==> config.mk <==
export PLATFORM = sky130hd
export DESIGN_NAME = csr_unit_top
export DESIGN_NICKNAME = d
export VERILOG_FILES = /design/src/csr_pkg.sv /design/src/excp_pkg.sv /design/src/csr_pipe_if.sv /design/src/csr_pipe_reg.sv /design/src/excp_resolve.sv /design/src/csr_regfile.sv /design/src/csr_unit_top.sv
export SDC_FILE = /design/constraint.sdc
export NUM_CORES = 1
export LEC_CHECK = 0
export BUFFER_PORTS_ARGS = -buffer_cell sky130_fd_sc_hd__buf_2
export CAP_MARGIN = 20
export CORE_MARGIN = 3
export CORE_UTILIZATION = 40
export DETAILED_ROUTE_END_ITERATION = 8
export GPL_TIMING_DRIVEN = 0
export MAX_ROUTING_LAYER = met4
export RECOVER_POWER = 25
export SETUP_SLACK_MARGIN = 0.2
export SLEW_MARGIN = 20
export SYNTH_ARGS = -nofsm -noshare
export SYNTH_HDL_FRONTEND = slang
export SYNTH_SLANG_ARGS = --single-unit
==> constraint.sdc <==
create_clock -name clk -period 2.89 [get_ports clk]
set_clock_uncertainty 0.2 [all_clocks]
set_input_delay 0.289 -clock clk [delete_from_list [all_inputs] [get_ports clk]]
set_output_delay 0.289 -clock clk [all_outputs]
set_load 0.01 [all_outputs]
==> src/csr_pkg.sv <==
package csr_pkg;

    localparam int csr_addr_w = 14;
    localparam int csr_data_w = 32;
    localparam int plv_w      = 2;    // Privilege level field

    // Implemented CSR addresses
    localparam logic [csr_addr_w-1:0] csr_crmd   = 14'h0000;
    localparam logic [csr_addr_w-1:0] csr_prmd   = 14'h0001;
    localparam logic [csr_addr_w-1:0] csr_estat  = 14'h0005;
    localparam logic [csr_addr_w-1:0] csr_era    = 14'h0006;
    localparam logic [csr_addr_w-1:0] csr_badv   = 14'h0007;
    localparam logic [csr_addr_w-1:0] csr_eentry = 14'h000c;
    localparam logic [csr_addr_w-1:0] csr_save0  = 14'h0030;

    // CRMD fields
    localparam int crmd_plv_lsb = 0;
    localparam int crmd_ie_bit  = 2;

    // PRMD keeps the pre-exception copy
    localparam int prmd_pplv_lsb = 0;
    localparam int prmd_pie_bit  = 2;

    localparam int estat_ecode_lsb = 16;  // Ecode in ESTAT[22:16]

endpackage

==> src/excp_pkg.sv <==
package excp_pkg;

    localparam int ecode_w = 7;
    localparam int vaddr_w = 32;   // PC and bad address width

    // Exception codes as written to ESTAT
    localparam logic [ecode_w-1:0] ecode_none = 7'h00;
    localparam logic [ecode_w-1:0] ecode_adef = 7'h08;  // Fetch address error
    localparam logic [ecode_w-1:0] ecode_ale  = 7'h09;  // Misaligned access
    localparam logic [ecode_w-1:0] ecode_sys  = 7'h0b;
    localparam logic [ecode_w-1:0] ecode_brk  = 7'h0c;
    localparam logic [ecode_w-1:0] ecode_ine  = 7'h0d;  // Undefined instruction
    localparam logic [ecode_w-1:0] ecode_ipe  = 7'h0e;  // Privilege error

endpackage

==> src/csr_pipe_if.sv <==
`timescale 1ns/1ns

// MEM stage lane data and the resolved commit decision
interface mem_excp_if;
    import excp_pkg::*;

    logic [ecode_w-1:0] mem_ecode_a;
    logic [ecode_w-1:0] mem_ecode_b;
    logic               mem_ecode_we_a;
    logic               mem_ecode_we_b;
    logic [vaddr_w-1:0] mem_badv_a;
    logic [vaddr_w-1:0] mem_badv_b;
    logic               mem_badv_we_a;
    logic               mem_badv_we_b;
    logic [vaddr_w-1:0] mem_pc_a;
    logic [vaddr_w-1:0] mem_pc_b;
    logic               mem_ertn;

    logic [ecode_w-1:0] ecode;
    logic               ecode_we;
    logic [vaddr_w-1:0] badv;
    logic               badv_we;
    logic [vaddr_w-1:0] era;
    logic               era_we;
    logic               store_state;
    logic               restore_state;
    logic               flush_req;
    logic [vaddr_w-1:0] flush_req_pc;

    modport pipe (
        output mem_ecode_a, mem_ecode_b, mem_ecode_we_a, mem_ecode_we_b,
        output mem_badv_a, mem_badv_b, mem_badv_we_a, mem_badv_we_b,
        output mem_pc_a, mem_pc_b, mem_ertn,
        input  ecode, ecode_we, badv, badv_we, era, era_we,
        input  store_state, restore_state, flush_req, flush_req_pc
    );

    modport resolve (
        input  mem_ecode_a, mem_ecode_b, mem_ecode_we_a, mem_ecode_we_b,
        input  mem_badv_a, mem_badv_b, mem_badv_we_a, mem_badv_we_b,
        input  mem_pc_a, mem_pc_b, mem_ertn,
        output ecode, ecode_we, badv, badv_we, era, era_we,
        output store_state, restore_state, flush_req, flush_req_pc
    );
endinterface

// WB stage commit bundle
interface wb_csr_if;
    import csr_pkg::*;
    import excp_pkg::*;

    logic [csr_addr_w-1:0] csr_waddr;
    logic [csr_data_w-1:0] csr_we;      // Bit write mask
    logic [csr_data_w-1:0] csr_wdata;
    logic [ecode_w-1:0]    ecode;
    logic                  ecode_we;
    logic [vaddr_w-1:0]    badv;
    logic                  badv_we;
    logic [vaddr_w-1:0]    era;
    logic                  era_we;
    logic                  store_state;
    logic                  restore_state;
    logic                  flush;
    logic [vaddr_w-1:0]    flush_pc;

    modport pipe (
        output csr_waddr, csr_we, csr_wdata, ecode, ecode_we, badv, badv_we,
        output era, era_we, store_state, restore_state, flush, flush_pc
    );

    modport regfile (
        input  csr_waddr, csr_we, csr_wdata, ecode, ecode_we, badv, badv_we,
        input  era, era_we, store_state, restore_state, flush, flush_pc
    );
endinterface

==> src/csr_pipe_reg.sv <==
`timescale 1ns/1ns

module csr_pipe_reg (
    input  logic                            clk,
    input  logic                            arst_n,
    input  logic                            stall_dcache,
    input  logic                            stall_div,
    input  logic                            ex_br_a,       // Lane B is wrong-path
    input  logic [csr_pkg::csr_addr_w-1:0]  ex_csr_waddr,
    input  logic [csr_pkg::csr_data_w-1:0]  ex_csr_we,
    input  logic [csr_pkg::csr_data_w-1:0]  ex_csr_wdata,
    input  logic                            ex_ertn,
    input  logic [excp_pkg::ecode_w-1:0]    ex_ecode_a,
    input  logic [excp_pkg::ecode_w-1:0]    ex_ecode_b,
    input  logic                            ex_ecode_we_a,
    input  logic                            ex_ecode_we_b,
    input  logic [excp_pkg::vaddr_w-1:0]    ex_badv_a,
    input  logic [excp_pkg::vaddr_w-1:0]    ex_badv_b,
    input  logic                            ex_badv_we_a,
    input  logic                            ex_badv_we_b,
    input  logic [excp_pkg::vaddr_w-1:0]    ex_pc_a,
    input  logic [excp_pkg::vaddr_w-1:0]    ex_pc_b,
    mem_excp_if.pipe                        mem,
    wb_csr_if.pipe                          wb
);
    import csr_pkg::*;
    import excp_pkg::*;

    logic [csr_addr_w-1:0] mem_csr_waddr;
    logic [csr_data_w-1:0] mem_csr_we;
    logic [csr_data_w-1:0] mem_csr_wdata;

    logic advance;
    logic mem_load;
    logic mem_kill;
    logic wb_load;
    logic ex_has_excp;

    assign advance     = !stall_dcache && !stall_div;
    assign mem_load    = wb.flush || advance;    // Flush overrides the stall
    assign mem_kill    = wb.flush || ex_br_a;
    assign wb_load     = wb.flush || advance;
    assign ex_has_excp = (ex_ecode_a != ecode_none) || (ex_ecode_b != ecode_none);

    // EX to MEM
    always_ff @(posedge clk or negedge arst_n) begin
        if (!arst_n) begin
            mem_csr_waddr      <= '0;
            mem_csr_we         <= '0;
            mem_csr_wdata      <= '0;
            mem.mem_ertn       <= 1'b0;
            mem.mem_ecode_a    <= '0;
            mem.mem_ecode_b    <= '0;
            mem.mem_ecode_we_a <= 1'b0;
            mem.mem_ecode_we_b <= 1'b0;
            mem.mem_badv_a     <= '0;
            mem.mem_badv_b     <= '0;
            mem.mem_badv_we_a  <= 1'b0;
            mem.mem_badv_we_b  <= 1'b0;
            mem.mem_pc_a       <= '0;
            mem.mem_pc_b       <= '0;
        end else if (mem_load) begin
            mem_csr_waddr      <= mem_kill ? '0 : ex_csr_waddr;
            mem_csr_we         <= mem_kill ? '0 : ex_csr_we;
            mem_csr_wdata      <= mem_kill ? '0 : ex_csr_wdata;
            mem.mem_ertn       <= mem_kill ? 1'b0 : (ex_ertn && !ex_has_excp);
            mem.mem_ecode_a    <= mem_kill ? '0 : ex_ecode_a;
            mem.mem_ecode_b    <= mem_kill ? '0 : ex_ecode_b;
            mem.mem_ecode_we_a <= mem_kill ? 1'b0 : ex_ecode_we_a;
            mem.mem_ecode_we_b <= mem_kill ? 1'b0 : ex_ecode_we_b;
            mem.mem_badv_a     <= mem_kill ? '0 : ex_badv_a;
            mem.mem_badv_b     <= mem_kill ? '0 : ex_badv_b;
            mem.mem_badv_we_a  <= mem_kill ? 1'b0 : ex_badv_we_a;
            mem.mem_badv_we_b  <= mem_kill ? 1'b0 : ex_badv_we_b;
            mem.mem_pc_a       <= mem_kill ? '0 : ex_pc_a;
            mem.mem_pc_b       <= mem_kill ? '0 : ex_pc_b;
        end
    end

    // MEM to WB
    always_ff @(posedge clk or negedge arst_n) begin
        if (!arst_n) begin
            wb.csr_waddr     <= '0;
            wb.csr_we        <= '0;
            wb.csr_wdata     <= '0;
            wb.ecode         <= '0;
            wb.ecode_we      <= 1'b0;
            wb.badv          <= '0;
            wb.badv_we       <= 1'b0;
            wb.era           <= '0;
            wb.era_we        <= 1'b0;
            wb.store_state   <= 1'b0;
            wb.restore_state <= 1'b0;
            wb.flush         <= 1'b0;
            wb.flush_pc      <= '0;
        end else if (wb_load) begin
            wb.csr_waddr     <= wb.flush ? '0 : mem_csr_waddr;
            wb.csr_we        <= (wb.flush || mem.ecode != ecode_none) ? '0 : mem_csr_we;
            wb.csr_wdata     <= wb.flush ? '0 : mem_csr_wdata;
            wb.ecode         <= wb.flush ? '0 : mem.ecode;
            wb.ecode_we      <= wb.flush ? 1'b0 : mem.ecode_we;
            wb.badv          <= wb.flush ? '0 : mem.badv;
            wb.badv_we       <= wb.flush ? 1'b0 : mem.badv_we;
            wb.era           <= wb.flush ? '0 : mem.era;
            wb.era_we        <= wb.flush ? 1'b0 : mem.era_we;
            wb.store_state   <= wb.flush ? 1'b0 : mem.store_state;
            wb.restore_state <= wb.flush ? 1'b0 : mem.restore_state;
            wb.flush         <= wb.flush ? 1'b0 : mem.flush_req;
            wb.flush_pc      <= wb.flush ? '0 : mem.flush_req_pc;
        end else begin
            // Stalled, the regfile already took this bundle
            wb.csr_we        <= '0;
            wb.ecode_we      <= 1'b0;
            wb.badv_we       <= 1'b0;
            wb.era_we        <= 1'b0;
            wb.store_state   <= 1'b0;
            wb.restore_state <= 1'b0;
        end
    end

    // Faulting bundles never reach the CSR write port
    assert property (@(posedge clk) disable iff (!arst_n) wb.ecode_we |-> wb.csr_we == '0)
        else $error("WB CSR write mask set together with an exception");

endmodule

==> src/excp_resolve.sv <==
`timescale 1ns/1ns

module excp_resolve #(
    parameter logic [csr_pkg::csr_data_w-1:0] reset_eentry = '0
) (
    mem_excp_if.resolve                     mem,
    input  logic [csr_pkg::csr_data_w-1:0]  cur_era,
    input  logic [csr_pkg::csr_data_w-1:0]  cur_eentry
);
    import excp_pkg::*;

    logic               excp_a;
    logic               excp_b;
    logic               take_b;     // Lane B only when lane A is clean
    logic               any_excp;
    logic [ecode_w-1:0] sel_ecode;
    logic [vaddr_w-1:0] sel_badv;
    logic               sel_badv_we;
    logic [vaddr_w-1:0] sel_pc;

    // Instruction addresses are word aligned
    if (reset_eentry[1:0] != 2'b00) begin : g_bad_entry
        $error("reset_eentry is not word aligned");
    end

    assign excp_a   = mem.mem_ecode_we_a && (mem.mem_ecode_a != ecode_none);
    assign excp_b   = mem.mem_ecode_we_b && (mem.mem_ecode_b != ecode_none);
    assign take_b   = !excp_a && excp_b;
    assign any_excp = excp_a || excp_b;

    assign sel_ecode   = take_b ? mem.mem_ecode_b : mem.mem_ecode_a;
    assign sel_badv    = take_b ? mem.mem_badv_b : mem.mem_badv_a;
    assign sel_badv_we = take_b ? mem.mem_badv_we_b : mem.mem_badv_we_a;
    assign sel_pc      = take_b ? mem.mem_pc_b : mem.mem_pc_a;

    always_comb begin
        mem.ecode         = ecode_none;
        mem.ecode_we      = 1'b0;
        mem.badv          = '0;
        mem.badv_we       = 1'b0;
        mem.era           = '0;
        mem.era_we        = 1'b0;
        mem.store_state   = 1'b0;
        mem.restore_state = 1'b0;
        mem.flush_req     = 1'b0;
        mem.flush_req_pc  = '0;
        if (any_excp) begin
            mem.ecode        = sel_ecode;
            mem.ecode_we     = 1'b1;
            mem.badv         = sel_badv;
            mem.badv_we      = sel_badv_we;
            mem.era          = sel_pc;
            mem.era_we       = 1'b1;
            mem.store_state  = 1'b1;
            mem.flush_req    = 1'b1;
            mem.flush_req_pc = cur_eentry;      // Jump to the handler
        end else if (mem.mem_ertn) begin
            mem.restore_state = 1'b1;
            mem.flush_req     = 1'b1;
            mem.flush_req_pc  = cur_era;
        end
    end

    // Pipe drops ertn from faulting pairs so entry and return never meet
    always_comb begin
        assert final (!(mem.mem_ertn && any_excp))
            else $error("store_state and restore_state requested together");
    end

endmodule

==> src/csr_regfile.sv <==
`timescale 1ns/1ns

module csr_regfile #(
    parameter logic [csr_pkg::csr_data_w-1:0] reset_eentry = '0
) (
    input  logic                            clk,
    input  logic                            arst_n,
    wb_csr_if.regfile                       wb,
    input  logic [csr_pkg::csr_addr_w-1:0]  csr_raddr,
    output logic [csr_pkg::csr_data_w-1:0]  csr_rdata,
    output logic [csr_pkg::csr_data_w-1:0]  cur_era,
    output logic [csr_pkg::csr_data_w-1:0]  cur_eentry
);
    import csr_pkg::*;
    import excp_pkg::*;

    logic [csr_data_w-1:0] crmd;
    logic [csr_data_w-1:0] prmd;
    logic [csr_data_w-1:0] estat;
    logic [csr_data_w-1:0] era;
    logic [csr_data_w-1:0] badv;
    logic [csr_data_w-1:0] eentry;
    logic [csr_data_w-1:0] save0;

    function automatic logic [csr_data_w-1:0] masked(
        input logic [csr_data_w-1:0] old_val,
        input logic [csr_data_w-1:0] new_val,
        input logic [csr_data_w-1:0] mask
    );
        return (old_val & ~mask) | (new_val & mask);
    endfunction

    always_ff @(posedge clk or negedge arst_n) begin
        if (!arst_n) begin
            crmd   <= '0;
            prmd   <= '0;
            estat  <= '0;
            era    <= '0;
            badv   <= '0;
            eentry <= reset_eentry;
            save0  <= '0;
        end else begin
            // Software write, only masked bits change
            case (wb.csr_waddr)
                csr_crmd:   crmd   <= masked(crmd, wb.csr_wdata, wb.csr_we);
                csr_prmd:   prmd   <= masked(prmd, wb.csr_wdata, wb.csr_we);
                csr_estat:  estat  <= masked(estat, wb.csr_wdata, wb.csr_we);
                csr_era:    era    <= masked(era, wb.csr_wdata, wb.csr_we);
                csr_badv:   badv   <= masked(badv, wb.csr_wdata, wb.csr_we);
                csr_eentry: eentry <= masked(eentry, wb.csr_wdata, wb.csr_we);
                csr_save0:  save0  <= masked(save0, wb.csr_wdata, wb.csr_we);
                default: ;
            endcase

            // Exception entry drops to PLV0 with interrupts off
            if (wb.store_state) begin
                prmd[prmd_pplv_lsb +: plv_w] <= crmd[crmd_plv_lsb +: plv_w];
                prmd[prmd_pie_bit]           <= crmd[crmd_ie_bit];
                crmd[crmd_plv_lsb +: plv_w]  <= '0;
                crmd[crmd_ie_bit]            <= 1'b0;
            end
            if (wb.restore_state) begin
                crmd[crmd_plv_lsb +: plv_w] <= prmd[prmd_pplv_lsb +: plv_w];
                crmd[crmd_ie_bit]           <= prmd[prmd_pie_bit];
            end

            if (wb.ecode_we) estat[estat_ecode_lsb +: ecode_w] <= wb.ecode;
            if (wb.era_we) era <= wb.era;
            if (wb.badv_we) badv <= wb.badv;
        end
    end

    always_comb begin
        case (csr_raddr)
            csr_crmd:   csr_rdata = crmd;
            csr_prmd:   csr_rdata = prmd;
            csr_estat:  csr_rdata = estat;
            csr_era:    csr_rdata = era;
            csr_badv:   csr_rdata = badv;
            csr_eentry: csr_rdata = eentry;
            csr_save0:  csr_rdata = save0;
            default:    csr_rdata = '0;   // Unimplemented
        endcase
    end

    assign cur_era    = era;
    assign cur_eentry = eentry;

    // MEM zeroes the write mask for any faulting bundle
    assert property (@(posedge clk) disable iff (!arst_n) wb.store_state |-> wb.csr_we == '0)
        else $error("CSR write in the same cycle as exception entry");

endmodule

==> src/csr_unit_top.sv <==
`timescale 1ns/1ns

module csr_unit_top #(
    parameter logic [csr_pkg::csr_data_w-1:0] reset_eentry = 32'h1c00_8000
) (
    input  logic                            clk,
    input  logic                            arst_n,
    input  logic                            stall_dcache,
    input  logic                            stall_div,
    input  logic                            ex_br_a,
    input  logic [csr_pkg::csr_addr_w-1:0]  ex_csr_waddr,
    input  logic [csr_pkg::csr_data_w-1:0]  ex_csr_we,
    input  logic [csr_pkg::csr_data_w-1:0]  ex_csr_wdata,
    input  logic                            ex_ertn,
    input  logic [excp_pkg::ecode_w-1:0]    ex_ecode_a,
    input  logic [excp_pkg::ecode_w-1:0]    ex_ecode_b,
    input  logic                            ex_ecode_we_a,
    input  logic                            ex_ecode_we_b,
    input  logic [excp_pkg::vaddr_w-1:0]    ex_badv_a,
    input  logic [excp_pkg::vaddr_w-1:0]    ex_badv_b,
    input  logic                            ex_badv_we_a,
    input  logic                            ex_badv_we_b,
    input  logic [excp_pkg::vaddr_w-1:0]    ex_pc_a,
    input  logic [excp_pkg::vaddr_w-1:0]    ex_pc_b,
    input  logic [csr_pkg::csr_addr_w-1:0]  csr_raddr,
    output logic [csr_pkg::csr_data_w-1:0]  csr_rdata,
    output logic                            flush,
    output logic [excp_pkg::vaddr_w-1:0]    flush_pc
);
    import csr_pkg::*;

    logic [csr_data_w-1:0] cur_era;
    logic [csr_data_w-1:0] cur_eentry;

    mem_excp_if mem_if ();
    wb_csr_if   wb_if ();

    csr_pipe_reg u_pipe (
        .clk, .arst_n, .stall_dcache, .stall_div, .ex_br_a,
        .ex_csr_waddr, .ex_csr_we, .ex_csr_wdata, .ex_ertn,
        .ex_ecode_a, .ex_ecode_b, .ex_ecode_we_a, .ex_ecode_we_b,
        .ex_badv_a, .ex_badv_b, .ex_badv_we_a, .ex_badv_we_b,
        .ex_pc_a, .ex_pc_b,
        .mem (mem_if.pipe),
        .wb  (wb_if.pipe)
    );

    excp_resolve #(.reset_eentry(reset_eentry)) u_resolve (
        .mem        (mem_if.resolve),
        .cur_era    (cur_era),
        .cur_eentry (cur_eentry)
    );

    csr_regfile #(.reset_eentry(reset_eentry)) u_regfile (
        .clk, .arst_n,
        .wb         (wb_if.regfile),
        .csr_raddr  (csr_raddr),
        .csr_rdata  (csr_rdata),
        .cur_era    (cur_era),
        .cur_eentry (cur_eentry)
    );

    assign flush    = wb_if.flush;      // One-cycle redirect strobe
    assign flush_pc = wb_if.flush_pc;

endmodule

==> run_results.csv, run 1 <==
group,metric,value,unit
run_status,status,"finished clean",
floorplan,ios,309,
sta,timing_max_transition_violations_final,0,
yosys,synth_seq_area_share,56.75,%
placement,dp.final_hpwl,74.35,mm
clock_tree,clock_tree_from_tritoncts,"built",
grt,first_global_vias,24156,
floorplan,start_util,40.56,%
sta,fin_tns_setup,0,ns
clock_tree,cts_made_buffers,71,
floorplan,fp.coreArea,0.06895,sq mm
sta,final_clock_period_utilization_by_the_worst_path,93.60,%
finish,final_core_utilization,52.40,%
route,drt_iter0_drcs,2173,
finish,final_net_count,3194,
sta,finalCriticalPeriod,2.705,ns
setup_path,timing.critical_path.fanout_max,10,
clock_tree,clock_latency,0.62,ns
pwr,power.sequential.fraction,46.3,%
yosys,synthCells,2314,
setup_path,worst-r2r-cell-count,5,
pwr,power.switching,6.715,mW
setup_path,critical-path-max-stage-delay,0.46,ns
clock_tree,cts_max_level,3,
worst_hold_path,hp-class,"in -> async",
route,drt_drc_violations_left,0,
pwr,p_leak,16.83,nW
sta,max_slew_margin,13.22,%
grt,grt_antenna_before_repair,3,
pwr,switching_share,28.02,%
setup_path,endpoint_kind,"primary output",
clock_tree,cts.sink_count,634,
route,finalWirelength,105.2,mm
setup_path,r2r_slack,0.22,ns
setup_path,critical_path_class,"in -> out",
finish,layout_common_cells,"dfrtp_1, buf_2, a22o_1",
yosys,synth_enable_flop_cells,0,
placement,detailedPlace.worstSlack,-1.082,ns
grt,grt_pass1_wl,157.2,mm
setup_path,crit-reg2reg-launch,"u_pipe.wb.flush",
grt,global_route.overflow_total,0,
clock_tree,cts.path.max_buffers,3,
yosys,number_of_warnings_printed_during_yosys_synthesis,0,
pwr,pwr-share-clk,38.2,%
pwr,power-per-cell-area,663.4,mW/mm^2
setup_path,crit_slowest_cell,"or3b_2",
route,post_drt_wl_per_cell,26.72,microns
pwr,max-vdd-ir-drop,0.4132,mV
sta,hold_viol,0,
sta,timing.final.setup_violations,0,
floorplan,die_y,270.4,microns
yosys,synth_fp_nets,2558,
yosys,ys_ff_latch,634,
grt,grt_usage,29.33,%
placement,place_inst,3560,
yosys,synth.largest_area_cell,"dfrtp_1",
run,max-cap-violations,0,
yosys,synth-async-reset-ratio,100.0,%
setup_path,path_common_cell,"buf_2",
grt,largest_net_degree_at_the_start_of_global_routing,101,
floorplan,design.die.area,0.07312,sq mm
clock_tree,clock_tree.root_cell,"clkbuf_16",
yosys,post-synth-top-area-fraction,56.37,%
finish,instances_no_fill,3936,
finish,most_common_cell_after_layout_fill_and_taps_aside,"dfrtp_1",
yosys,synthTopCellsByArea,"dfrtp_1, a22o_1, mux2_2",
sta,final.setup.worst_slack,0.1851,ns
yosys,syn_area_per_cell,12.09,sq um
finish,drive_above_1_share,26.04,%
clock_tree,worst_setup_hold_path_clk_slew,0.06,ns
sta,worstMarginPinSlew,1.302,ns
route,vias_per_cell,5.903,
setup_path,cp_cell_sequence,"buf_2 > or3b_2 > clkbuf_2 > buf_4 > o2bb2ai_2 > a221oi_1 > o2bb2ai_1 > buf_2",
floorplan,die_width,270.4,microns
pwr,p_int,17.25,mW
finish,flow.area_growth_from_synthesis,29.19,%
placement,io_buffer_count,307,
route,drtPass1Iterations,6,
yosys,ys_types,57,
floorplan,placementRows,96,
pwr,combinationalPowerShare,15.5,%
setup_path,timing.critical_path.from_type,"input port",
setup_path,worst_path_arrival,2.22,ns
setup_path,delay_heaviest_family_cp,"buffers and inverters",
sta,grt_setup_unrepaired,"true",
route,antenna_left,0,
yosys,synthFlopType,"dfrtp_1",
setup_path,crit_buf_inv,4,
sta,achievable_frequency,369.7,MHz
yosys,synth_cell_area,0.02797,sq mm
setup_path,r2r-end,"u_pipe.mem_csr_we[2]",
setup_path,worstPathRequired,2.40,ns
route,routed-via-count,23234,
placement,gpl.final_weighted_congestion,0.9299,
==> cell families after synthesis <==
family | count (synthesis) | share of synthesized area, %
buffers and inverters | 232 | 3.816
AOI/OAI and AO/OA | 730 | 22.01
and+or+nand+nor | 552 | 10.82
muxes | 166 | 6.599
DFF | 634 | 56.75
==> layer usage <==
metal / global-route usage, % / share of wire [%] / vias to the layer above
li1: - / - / 9957
met1: 39.32 / 43 / 11960
met2: 44.45 / 46 / 1105
met3: 5.454 / 7.9 / 212
met4: 11.10 / 3.9 / 0
met5: - / 0 / -
==> cell usage after synthesis, types with 32 or more instances <==
cell / instances
o211ai_1: 64
mux2_2: 99
nand2_1: 212
o31a_1: 68
a221o_1: 67
a22o_1: 288
and2_1: 99
and3_2: 38
a22oi_1: 32
nand2b_1: 68
dfrtp_1: 630
clkbuf_1: 149
o2bb2ai_1: 32
nand3_1: 45
mux2_1: 48
a21boi_0: 68
==> area by class of cell <==
type | count | area [sq um]
clock buffer | 110 | 2158
multi-input combinational | 1448 | 11260
tap | 931 | 1165
sequential | 634 | 15870
fill | 5997 | 32820
clock inverter | 16 | 190.2
inverter | 8 | 30.03
antenna | 2 | 5.005
timing repair buffer | 563 | 4167
buffer | 224 | 1285
==> worst max-delay path by stage <==
stage | from | to | depth (start not counted)
finish | csr_raddr[0] | csr_rdata[18] | 8
global route | arst_n | u_pipe.mem.mem_pc_b[8] | 4
CTS | csr_raddr[0] | csr_rdata[17] | 8
detailed placement | csr_raddr[4] | csr_rdata[30] | 6
global placement | arst_n | u_pipe.mem.mem_pc_a[6] | 1
floorplan | u_pipe.wb.csr_waddr[11] | flop | 6
==> worst register-to-register path: stages (launching register included) <==
cell and delay (ns):
dfrtp_1 0.48, nor2_2 0.38, clkbuf_1 0.34, clkbuf_4 0.46, buf_2 0.50, a22o_1 0.24
==> power groups by stage <==
stage / combinational, mW / clock, mW / sequential [mW]
final: 3.72 / 9.16 / 11.1
after global routing: 4.01 / 9.65 / 11.2
after CTS: 3.66 / 9.31 / 11.0
after detailed placement: 3.33 / 0 / 11.2
after global placement: 3.19 / 0 / 11.1
after floorplan: 2.18 / 0 / 10.7
==> what timing repair did <==
| item | in CTS | in global routing |
|---|---|---|
| setup buffers | 19 | 3 |
| endpoints found under the setup margin | 610 | 394 |
| pin swaps | 11 | 5 |
| endpoints found under the hold margin | 454 | 0 |
| hold buffers | 226 | 0 |
| gates resized for setup | 122 | 105 |
==> stage by stage <==
stage               hold WS, ns  power [mW]  cell area (sq um)
floorplan               -0.2066       12.87              27970
global placement         0.2641       14.33              30670
detailed placement      0.09916       14.49              30890
CTS                     0.02222       24.00              36010
global route            0.05983       24.84              36130
finish                  0.03186       23.97              36130
No activity file was read; power rests on OpenSTA's default activity.
==> run 2: changes to the inputs <==
--- a/config.mk
+++ b/config.mk
@@ -11,7 +11,6 @@
 export CORE_UTILIZATION = 40
 export DETAILED_ROUTE_END_ITERATION = 8
 export GPL_TIMING_DRIVEN = 0
-export MAX_ROUTING_LAYER = met4
 export RECOVER_POWER = 25
 export SETUP_SLACK_MARGIN = 0.2
 export SLEW_MARGIN = 20
==> constraint.sdc (replaced) <==
create_clock -name clk -period 2.9 [get_ports clk]
set_clock_uncertainty 0.2 [all_clocks]
set_input_delay 0.29 -clock clk [delete_from_list [all_inputs] [get_ports clk]]
set_output_delay 0.29 -clock clk [all_outputs]
set_load 0.01 [all_outputs]
==> run_results.csv, run 2 (synthesized netlist as in run 1, its figures left out) <==
group,metric,value,unit
finish,fillCellCount,6029,
floorplan,placementRows,96,
placement,placedInstanceArea,0.03087,sq mm
floorplan,fp.coreArea,0.06895,sq mm
route,drt_drc_violations_left,0,
sta,timing_max_transition_violations_final,0,
setup_path,timing.critical_path.fanout_max,10,
grt,grt_antenna_before_repair,2,
sta,final.setup.worst_slack,0.2226,ns
placement,detailedPlace.worstSlack,-1.064,ns
setup_path,endpoint_kind,"primary output",
finish,final_core_utilization,52.34,%
sta,achievable_frequency,373.5,MHz
sta,grt_setup_unrepaired,"false",
finish,final_net_count,3188,
clock_tree,clock_tree_from_tritoncts,"built",
floorplan,ios,309,
floorplan,start_util,40.56,%
sta,fin_tns_setup,0,ns
finish,instances_no_fill,3929,
placement,gpl.final_weighted_congestion,0.9183,
setup_path,worst_path_arrival,2.19,ns
placement,place_inst,3560,
pwr,total_power_of_the_final_layout,24.10,mW
grt,grt_pass1_wl,156.0,mm
route,drtPass1Iterations,5,
sta,worstMarginPinSlew,1.329,ns
finish,sequential_cell_area,0.01587,sq mm
setup_path,timing.critical_path.from_type,"input port",
setup_path,critical-path-max-stage-delay,0.51,ns
route,post_drt_wl_per_cell,26.54,microns
worst_hold_path,hp-class,"in -> async",
clock_tree,cts.path.max_buffers,3,
sta,finalCriticalPeriod,2.677,ns
route,antenna_left,0,
clock_tree,cts_made_buffers,71,
setup_path,path_common_cell,"buf_2",
route,vias_per_cell,5.897,
grt,first_global_vias,23926,
grt,grt_usage,28.23,%
sta,final_clock_period_utilization_by_the_worst_path,92.32,%
floorplan,die_width,270.4,microns
run_status,status,"finished clean",
sta,fin_worst_hold_slack,0.08644,ns
finish,multi_input_comb_area,0.01126,sq mm
sta,max_slew_margin,11.38,%
route,drt_iter0_drcs,2053,
placement,dp.final_hpwl,73.97,mm
sta,timing.final.setup_violations,0,
setup_path,crit_slowest_cell,"clkdlybuf4s15_2",
pwr,max-vdd-ir-drop,0.4584,mV
setup_path,crit_buf_inv,4,
pwr,p_leak,16.74,nW
floorplan,design.die.area,0.07312,sq mm
setup_path,worstPathRequired,2.41,ns
clock_tree,clock_latency,0.61,ns
setup_path,delay_heaviest_family_cp,"buffers and inverters",
finish,post-route-cell-area,0.03609,sq mm
grt,global_route.overflow_total,0,
finish,flow.area_growth_from_synthesis,29.04,%
pwr,power-per-cell-area,667.9,mW/mm^2
finish,drive_above_1_share,25.29,%
setup_path,critical_path_class,"in -> out",
run,max-cap-violations,0,
sta,hold_viol,0,
clock_tree,cts_max_level,3,
route,finalWirelength,104.3,mm
grt,largest_net_degree_at_the_start_of_global_routing,99,
route,routed-via-count,23169,
floorplan,die_y,270.4,microns
placement,io_buffer_count,307,
clock_tree,cts.sink_count,634,
finish,most_common_cell_after_layout_fill_and_taps_aside,"dfrtp_1",
clock_tree,clock_tree.root_cell,"clkbuf_16",
clock_tree,worst_setup_hold_path_clk_slew,0.05,ns
finish,layout_common_cells,"dfrtp_1, buf_2, a22o_1",
setup_path,cp_cell_sequence,"buf_2 > clkdlybuf4s15_2 > clkbuf_4 > a21oi_1 > o31ai_1 > buf_2",
run 2: cell types whose count changed in the layout (fill, tap and decap cells not counted), moves of 2 or more:
cell / before / now
buf_12: 4 / 2
buf_2: 318 / 294
buf_6: 22 / 16
bufinv_16: 3 / 5
clkbuf_1: 88 / 107
clkbuf_8: 18 / 22
clkinv_8: 2 / 0
inv_6: 1 / 3
run 2: worst reg2reg max path, delay by kind of cell, from the launching register on:
family | cells | cell delay, ns
DFF | 1 | 0.41
and+or+nand+nor | 3 | 1.10
buffers and inverters | 2 | 0.50
muxes | 1 | 0.32
run 2: worst paths after layout:
kind,to,slack (ns),depth (start not counted),from
max in group asynchronous,u_pipe.mem.mem_pc_b[10],0.54,3,arst_n
worst min register to register,u_pipe.wb.csr_we[29],0.28,1,u_pipe.mem_csr_we[29]
worst max-delay path,csr_rdata[2],0.22,6,csr_raddr[2]
worst max register to register,flop,0.26,6,u_pipe.wb.csr_waddr[1]
worst min-delay path,u_pipe.mem_csr_wdata[23],0.09,2,arst_n
min in group clk,u_pipe.mem.mem_ertn,0.09,4,ex_ertn
run 2: metal layers:
metal | up-vias | share of wire (%) | wire [microns] | GRT usage [%]
met5 | - | 0 | 0 | 0
met4 | 0 | 3.4 | 3586 | 9.725
met3 | 178 | 8.6 | 8918 | 6.609
met2 | 1058 | 46 | 47930 | 44.35
met1 | 11986 | 42 | 43860 | 38.50
li1 | 9947 | - | - | -
run 2: what timing repair did:
item | 4_1_cts | 5_1_grt
endpoints found under the setup margin | 585 | 272
setup buffers | 15 | 1
pin swaps | 11 | 6
endpoints found under the hold margin | 316 | 0
hold buffers | 226 | 0
gates resized for setup | 129 | 69
run 2: area by class of cell:
cell class,instances,share of cell area (%)
clock buffers,110,6.064
inverters,8,0.08321
well taps,931,3.228
multi-input cells,1448,31.22
flip-flops and latches,634,43.98
plain buffers,224,3.523
repair buffers,557,11.29
diodes,1,0.006935
clock inverters,16,0.6137
run 2: power by group:
| part | total (mW) | internal [mW] | leakage (nW) | switching (mW) |
|---|---|---|---|---|
| Clock | 9.37 | 5.63 | 1.18 | 3.74 |
| Combinational | 3.67 | 1.78 | 7.09 | 1.89 |
| Sequential | 11.1 | 10.0 | 8.47 | 1.06 |
| Total | 24.1 | 17.4 | 16.7 | 6.69 |
==> run 3: changes to the inputs <==
--- a/config.mk
+++ b/config.mk
@@ -5,6 +5,7 @@
 export SDC_FILE = /design/constraint.sdc
 export NUM_CORES = 1
 export LEC_CHECK = 0
+export ABC_AREA = 1
 export BUFFER_PORTS_ARGS = -buffer_cell sky130_fd_sc_hd__buf_2
 export CAP_MARGIN = 20
 export CORE_MARGIN = 3
==> run_results.csv, run 3 <==
group,metric,value,unit
run_status,status,"complete, but fails checks",
run_status,failed_checks,"capacitance limit, slew limit",
sta,max_slew_margin,-20.15,%
yosys,syn_area_per_cell,8.304,sq um
clock_tree,clock_tree_from_tritoncts,"built",
finish,layout_common_cells,"nand2_1, dfrtp_1, nand3_1",
finish,instances_no_fill,5151,
route,vias_per_cell,5.511,
sta,fin_tns_setup,0,ns
worst_hold_path,hp-class,"in -> reg",
floorplan,ios,309,
clock_tree,cts.path.max_buffers,3,
placement,io_buffer_count,308,
placement,place_inst,4795,
placement,placedInstanceArea,0.03225,sq mm
finish,flow.area_growth_from_synthesis,25.49,%
route,finalWirelength,115.9,mm
yosys,ys_ff_latch,634,
sta,timing.final.setup_violations,0,
sta,grt_setup_unrepaired,"true",
clock_tree,cts_made_buffers,71,
yosys,synthFlopType,"dfrtp_1",
yosys,yosysMostFrequentCell,"nand2_1",
placement,detailedPlace.worstSlack,-0.3830,ns
yosys,most_instantiated_cells_after_synthesis,"nand2_1, dfrtp_1, nand3_1",
setup_path,worstPathRequired,3.23,ns
grt,largest_net_degree_at_the_start_of_global_routing,96,
yosys,synthCells,3530,
setup_path,critical_path_class,"reg -> reg",
yosys,synth_seq_area_share,54.14,%
grt,global_route.overflow_total,0,
setup_path,timing.critical_path.from_type,"flop",
yosys,synth_cell_area,0.02931,sq mm
clock_tree,clock_tree.root_cell,"clkbuf_16",
finish,final_net_count,4393,
sta,final.setup.worst_slack,0.2588,ns
pwr,power-per-cell-area,601.2,mW/mm^2
grt,grt_pass1_wl,174.3,mm
yosys,number_of_warnings_printed_during_yosys_synthesis,0,
sta,timing_max_transition_violations_final,34,
yosys,synth-async-reset-ratio,100.0,%
finish,post-route-cell-area,0.03679,sq mm
route,drt_drc_violations_left,0,
route,drtPass1Iterations,6,
clock_tree,worst_setup_hold_path_clk_slew,0.06,ns
placement,gpl.final_weighted_congestion,0.9405,
finish,most_common_cell_after_layout_fill_and_taps_aside,"nand2_1",
yosys,synth.largest_area_cell,"dfrtp_1",
yosys,synthTopCellsByArea,"dfrtp_1, nand2_1, nand3_1",
floorplan,design.die.area,0.07657,sq mm
finish,drive_above_1_share,13.45,%
sta,worstMarginPinSlew,1.802,ns
run,max-cap-violations,1,
sta,achievable_frequency,378.6,MHz
yosys,post-synth-top-area-fraction,53.78,%
floorplan,die_width,276.7,microns
placement,dp.final_hpwl,84.55,mm
route,post_drt_wl_per_cell,22.51,microns
pwr,max-vdd-ir-drop,0.4512,mV
clock_tree,clock_latency,0.61,ns
route,antenna_left,0,
route,routed-via-count,28386,
floorplan,die_y,276.7,microns
grt,grt_antenna_before_repair,8,
sta,finalCriticalPeriod,2.641,ns
yosys,synth_enable_flop_cells,0,
floorplan,placementRows,98,
floorplan,fp.coreArea,0.07210,sq mm
clock_tree,cts.sink_count,634,
setup_path,worst_path_arrival,2.97,ns
finish,fillCellCount,6823,
grt,grt_usage,29.87,%
sta,fin_worst_hold_slack,0.2612,ns
floorplan,start_util,40.66,%
sta,hold_viol,0,
grt,first_global_vias,27646,
yosys,synth_fp_nets,3774,
sta,final_clock_period_utilization_by_the_worst_path,91.08,%
setup_path,timing.critical_path.fanout_max,10,
yosys,ys_types,30,
clock_tree,cts_max_level,3,
route,drt_iter0_drcs,3172,
pwr,p_leak,18.06,nW
setup_path,endpoint_kind,"flop",
## run 3: cell count changes after synthesis, moves of 83 or more
cell     delta
nand2_1   +945
nand3_1   +521
inv_1     +202
o21ai_0   +173
a22o_1    -288
mux2_2     -99
a32o_1    +132
nor2_1    +117
o21ai_1    +83
and2_1     -99
## run 3: final timing paths
check	start	end	slack (ns)	cells past startpoint
worst max register to register	u_pipe.wb.flush	u_pipe.wb.flush_pc[4]	0.26	7
max in group asynchronous	arst_n	async pin	0.42	5
worst max-delay path	u_pipe.wb.flush	u_pipe.wb.flush_pc[4]	0.26	7
min in group asynchronous	arst_n	u_pipe.mem.mem_badv_b[23]	0.49	3
worst min-delay path	ex_csr_wdata[4]	u_pipe.mem_csr_wdata[4]	0.26	4
worst min register to register	flop	flop	0.28	2
## run 3: cell type report
class                   count  area, sq um  share of cell area [%]
flip-flops and latches    634        15870                   43.14
multi-input cells        2437        11570                   31.44
repair buffers            546         4008                   10.89
clock buffers             104         2083                   5.663
well taps                 950         1189                   3.231
plain buffers             239         1109                   3.013
inverters                 220        825.8                   2.245
clock inverters            14        117.6                  0.3197
diodes                      7        17.52                 0.04762
## run 3: cells by family (layout without fill, tap and decap cells)
group | Yosys count | after routing | synth area share, %
AOI/OAI and AO/OA | 497 | 497 | 11.39
other | 0 | 7 | 0
DFF | 634 | 634 | 54.14
buffers and inverters | 459 | 1123 | 6.513
and+or+nand+nor | 1940 | 1940 | 27.96
## run 3: stage by stage
| stage | utilization (%) | total power [mW] |
|---|---|---|
| finish | 51.02 | 22.12 |
| floorplan | - | 11.66 |
| CTS | 51.03 | 22.14 |
| detailed placement | 44.73 | 13.18 |
| global placement | 44.45 | 13.11 |
| global route | 51.00 | 22.90 |
## run 3: worst max-delay path, cell delays in order, from the launching register on
cell and delay (ns):
dfrtp_1 0.46, inv_1 0.12, nand2_1 0.33, inv_1 0.22, buf_2 0.44, clkbuf_1 0.52, nand3_1 0.15, nand3_1 0.11
## run 3: per-layer routing
layer / routed length, microns / GRT usage (%) / vias up
met5: 13 / 0 / -
met4: 4441 / 10.84 / 2
met3: 10610 / 4.982 / 232
met2: 53340 / 48.20 / 1414
met1: 47540 / 40.71 / 13628
li1: - / - / 13110
## run 3: power breakdown
part           leakage (nW)  switching (mW)  internal, mW
sequential             8.64           0.482          9.54
combinational          8.34            2.31          1.03
clock                  1.08            3.71          5.05
## run 3: what timing repair did
item | CTS | global route
pin swaps | 0 | 1
hold buffers | 230 | 0
endpoints found under the hold margin | 442 | 0
buffers inserted | 0 | 1
resized for setup | 10 | 24
setup endpoints to repair | 64 | 47
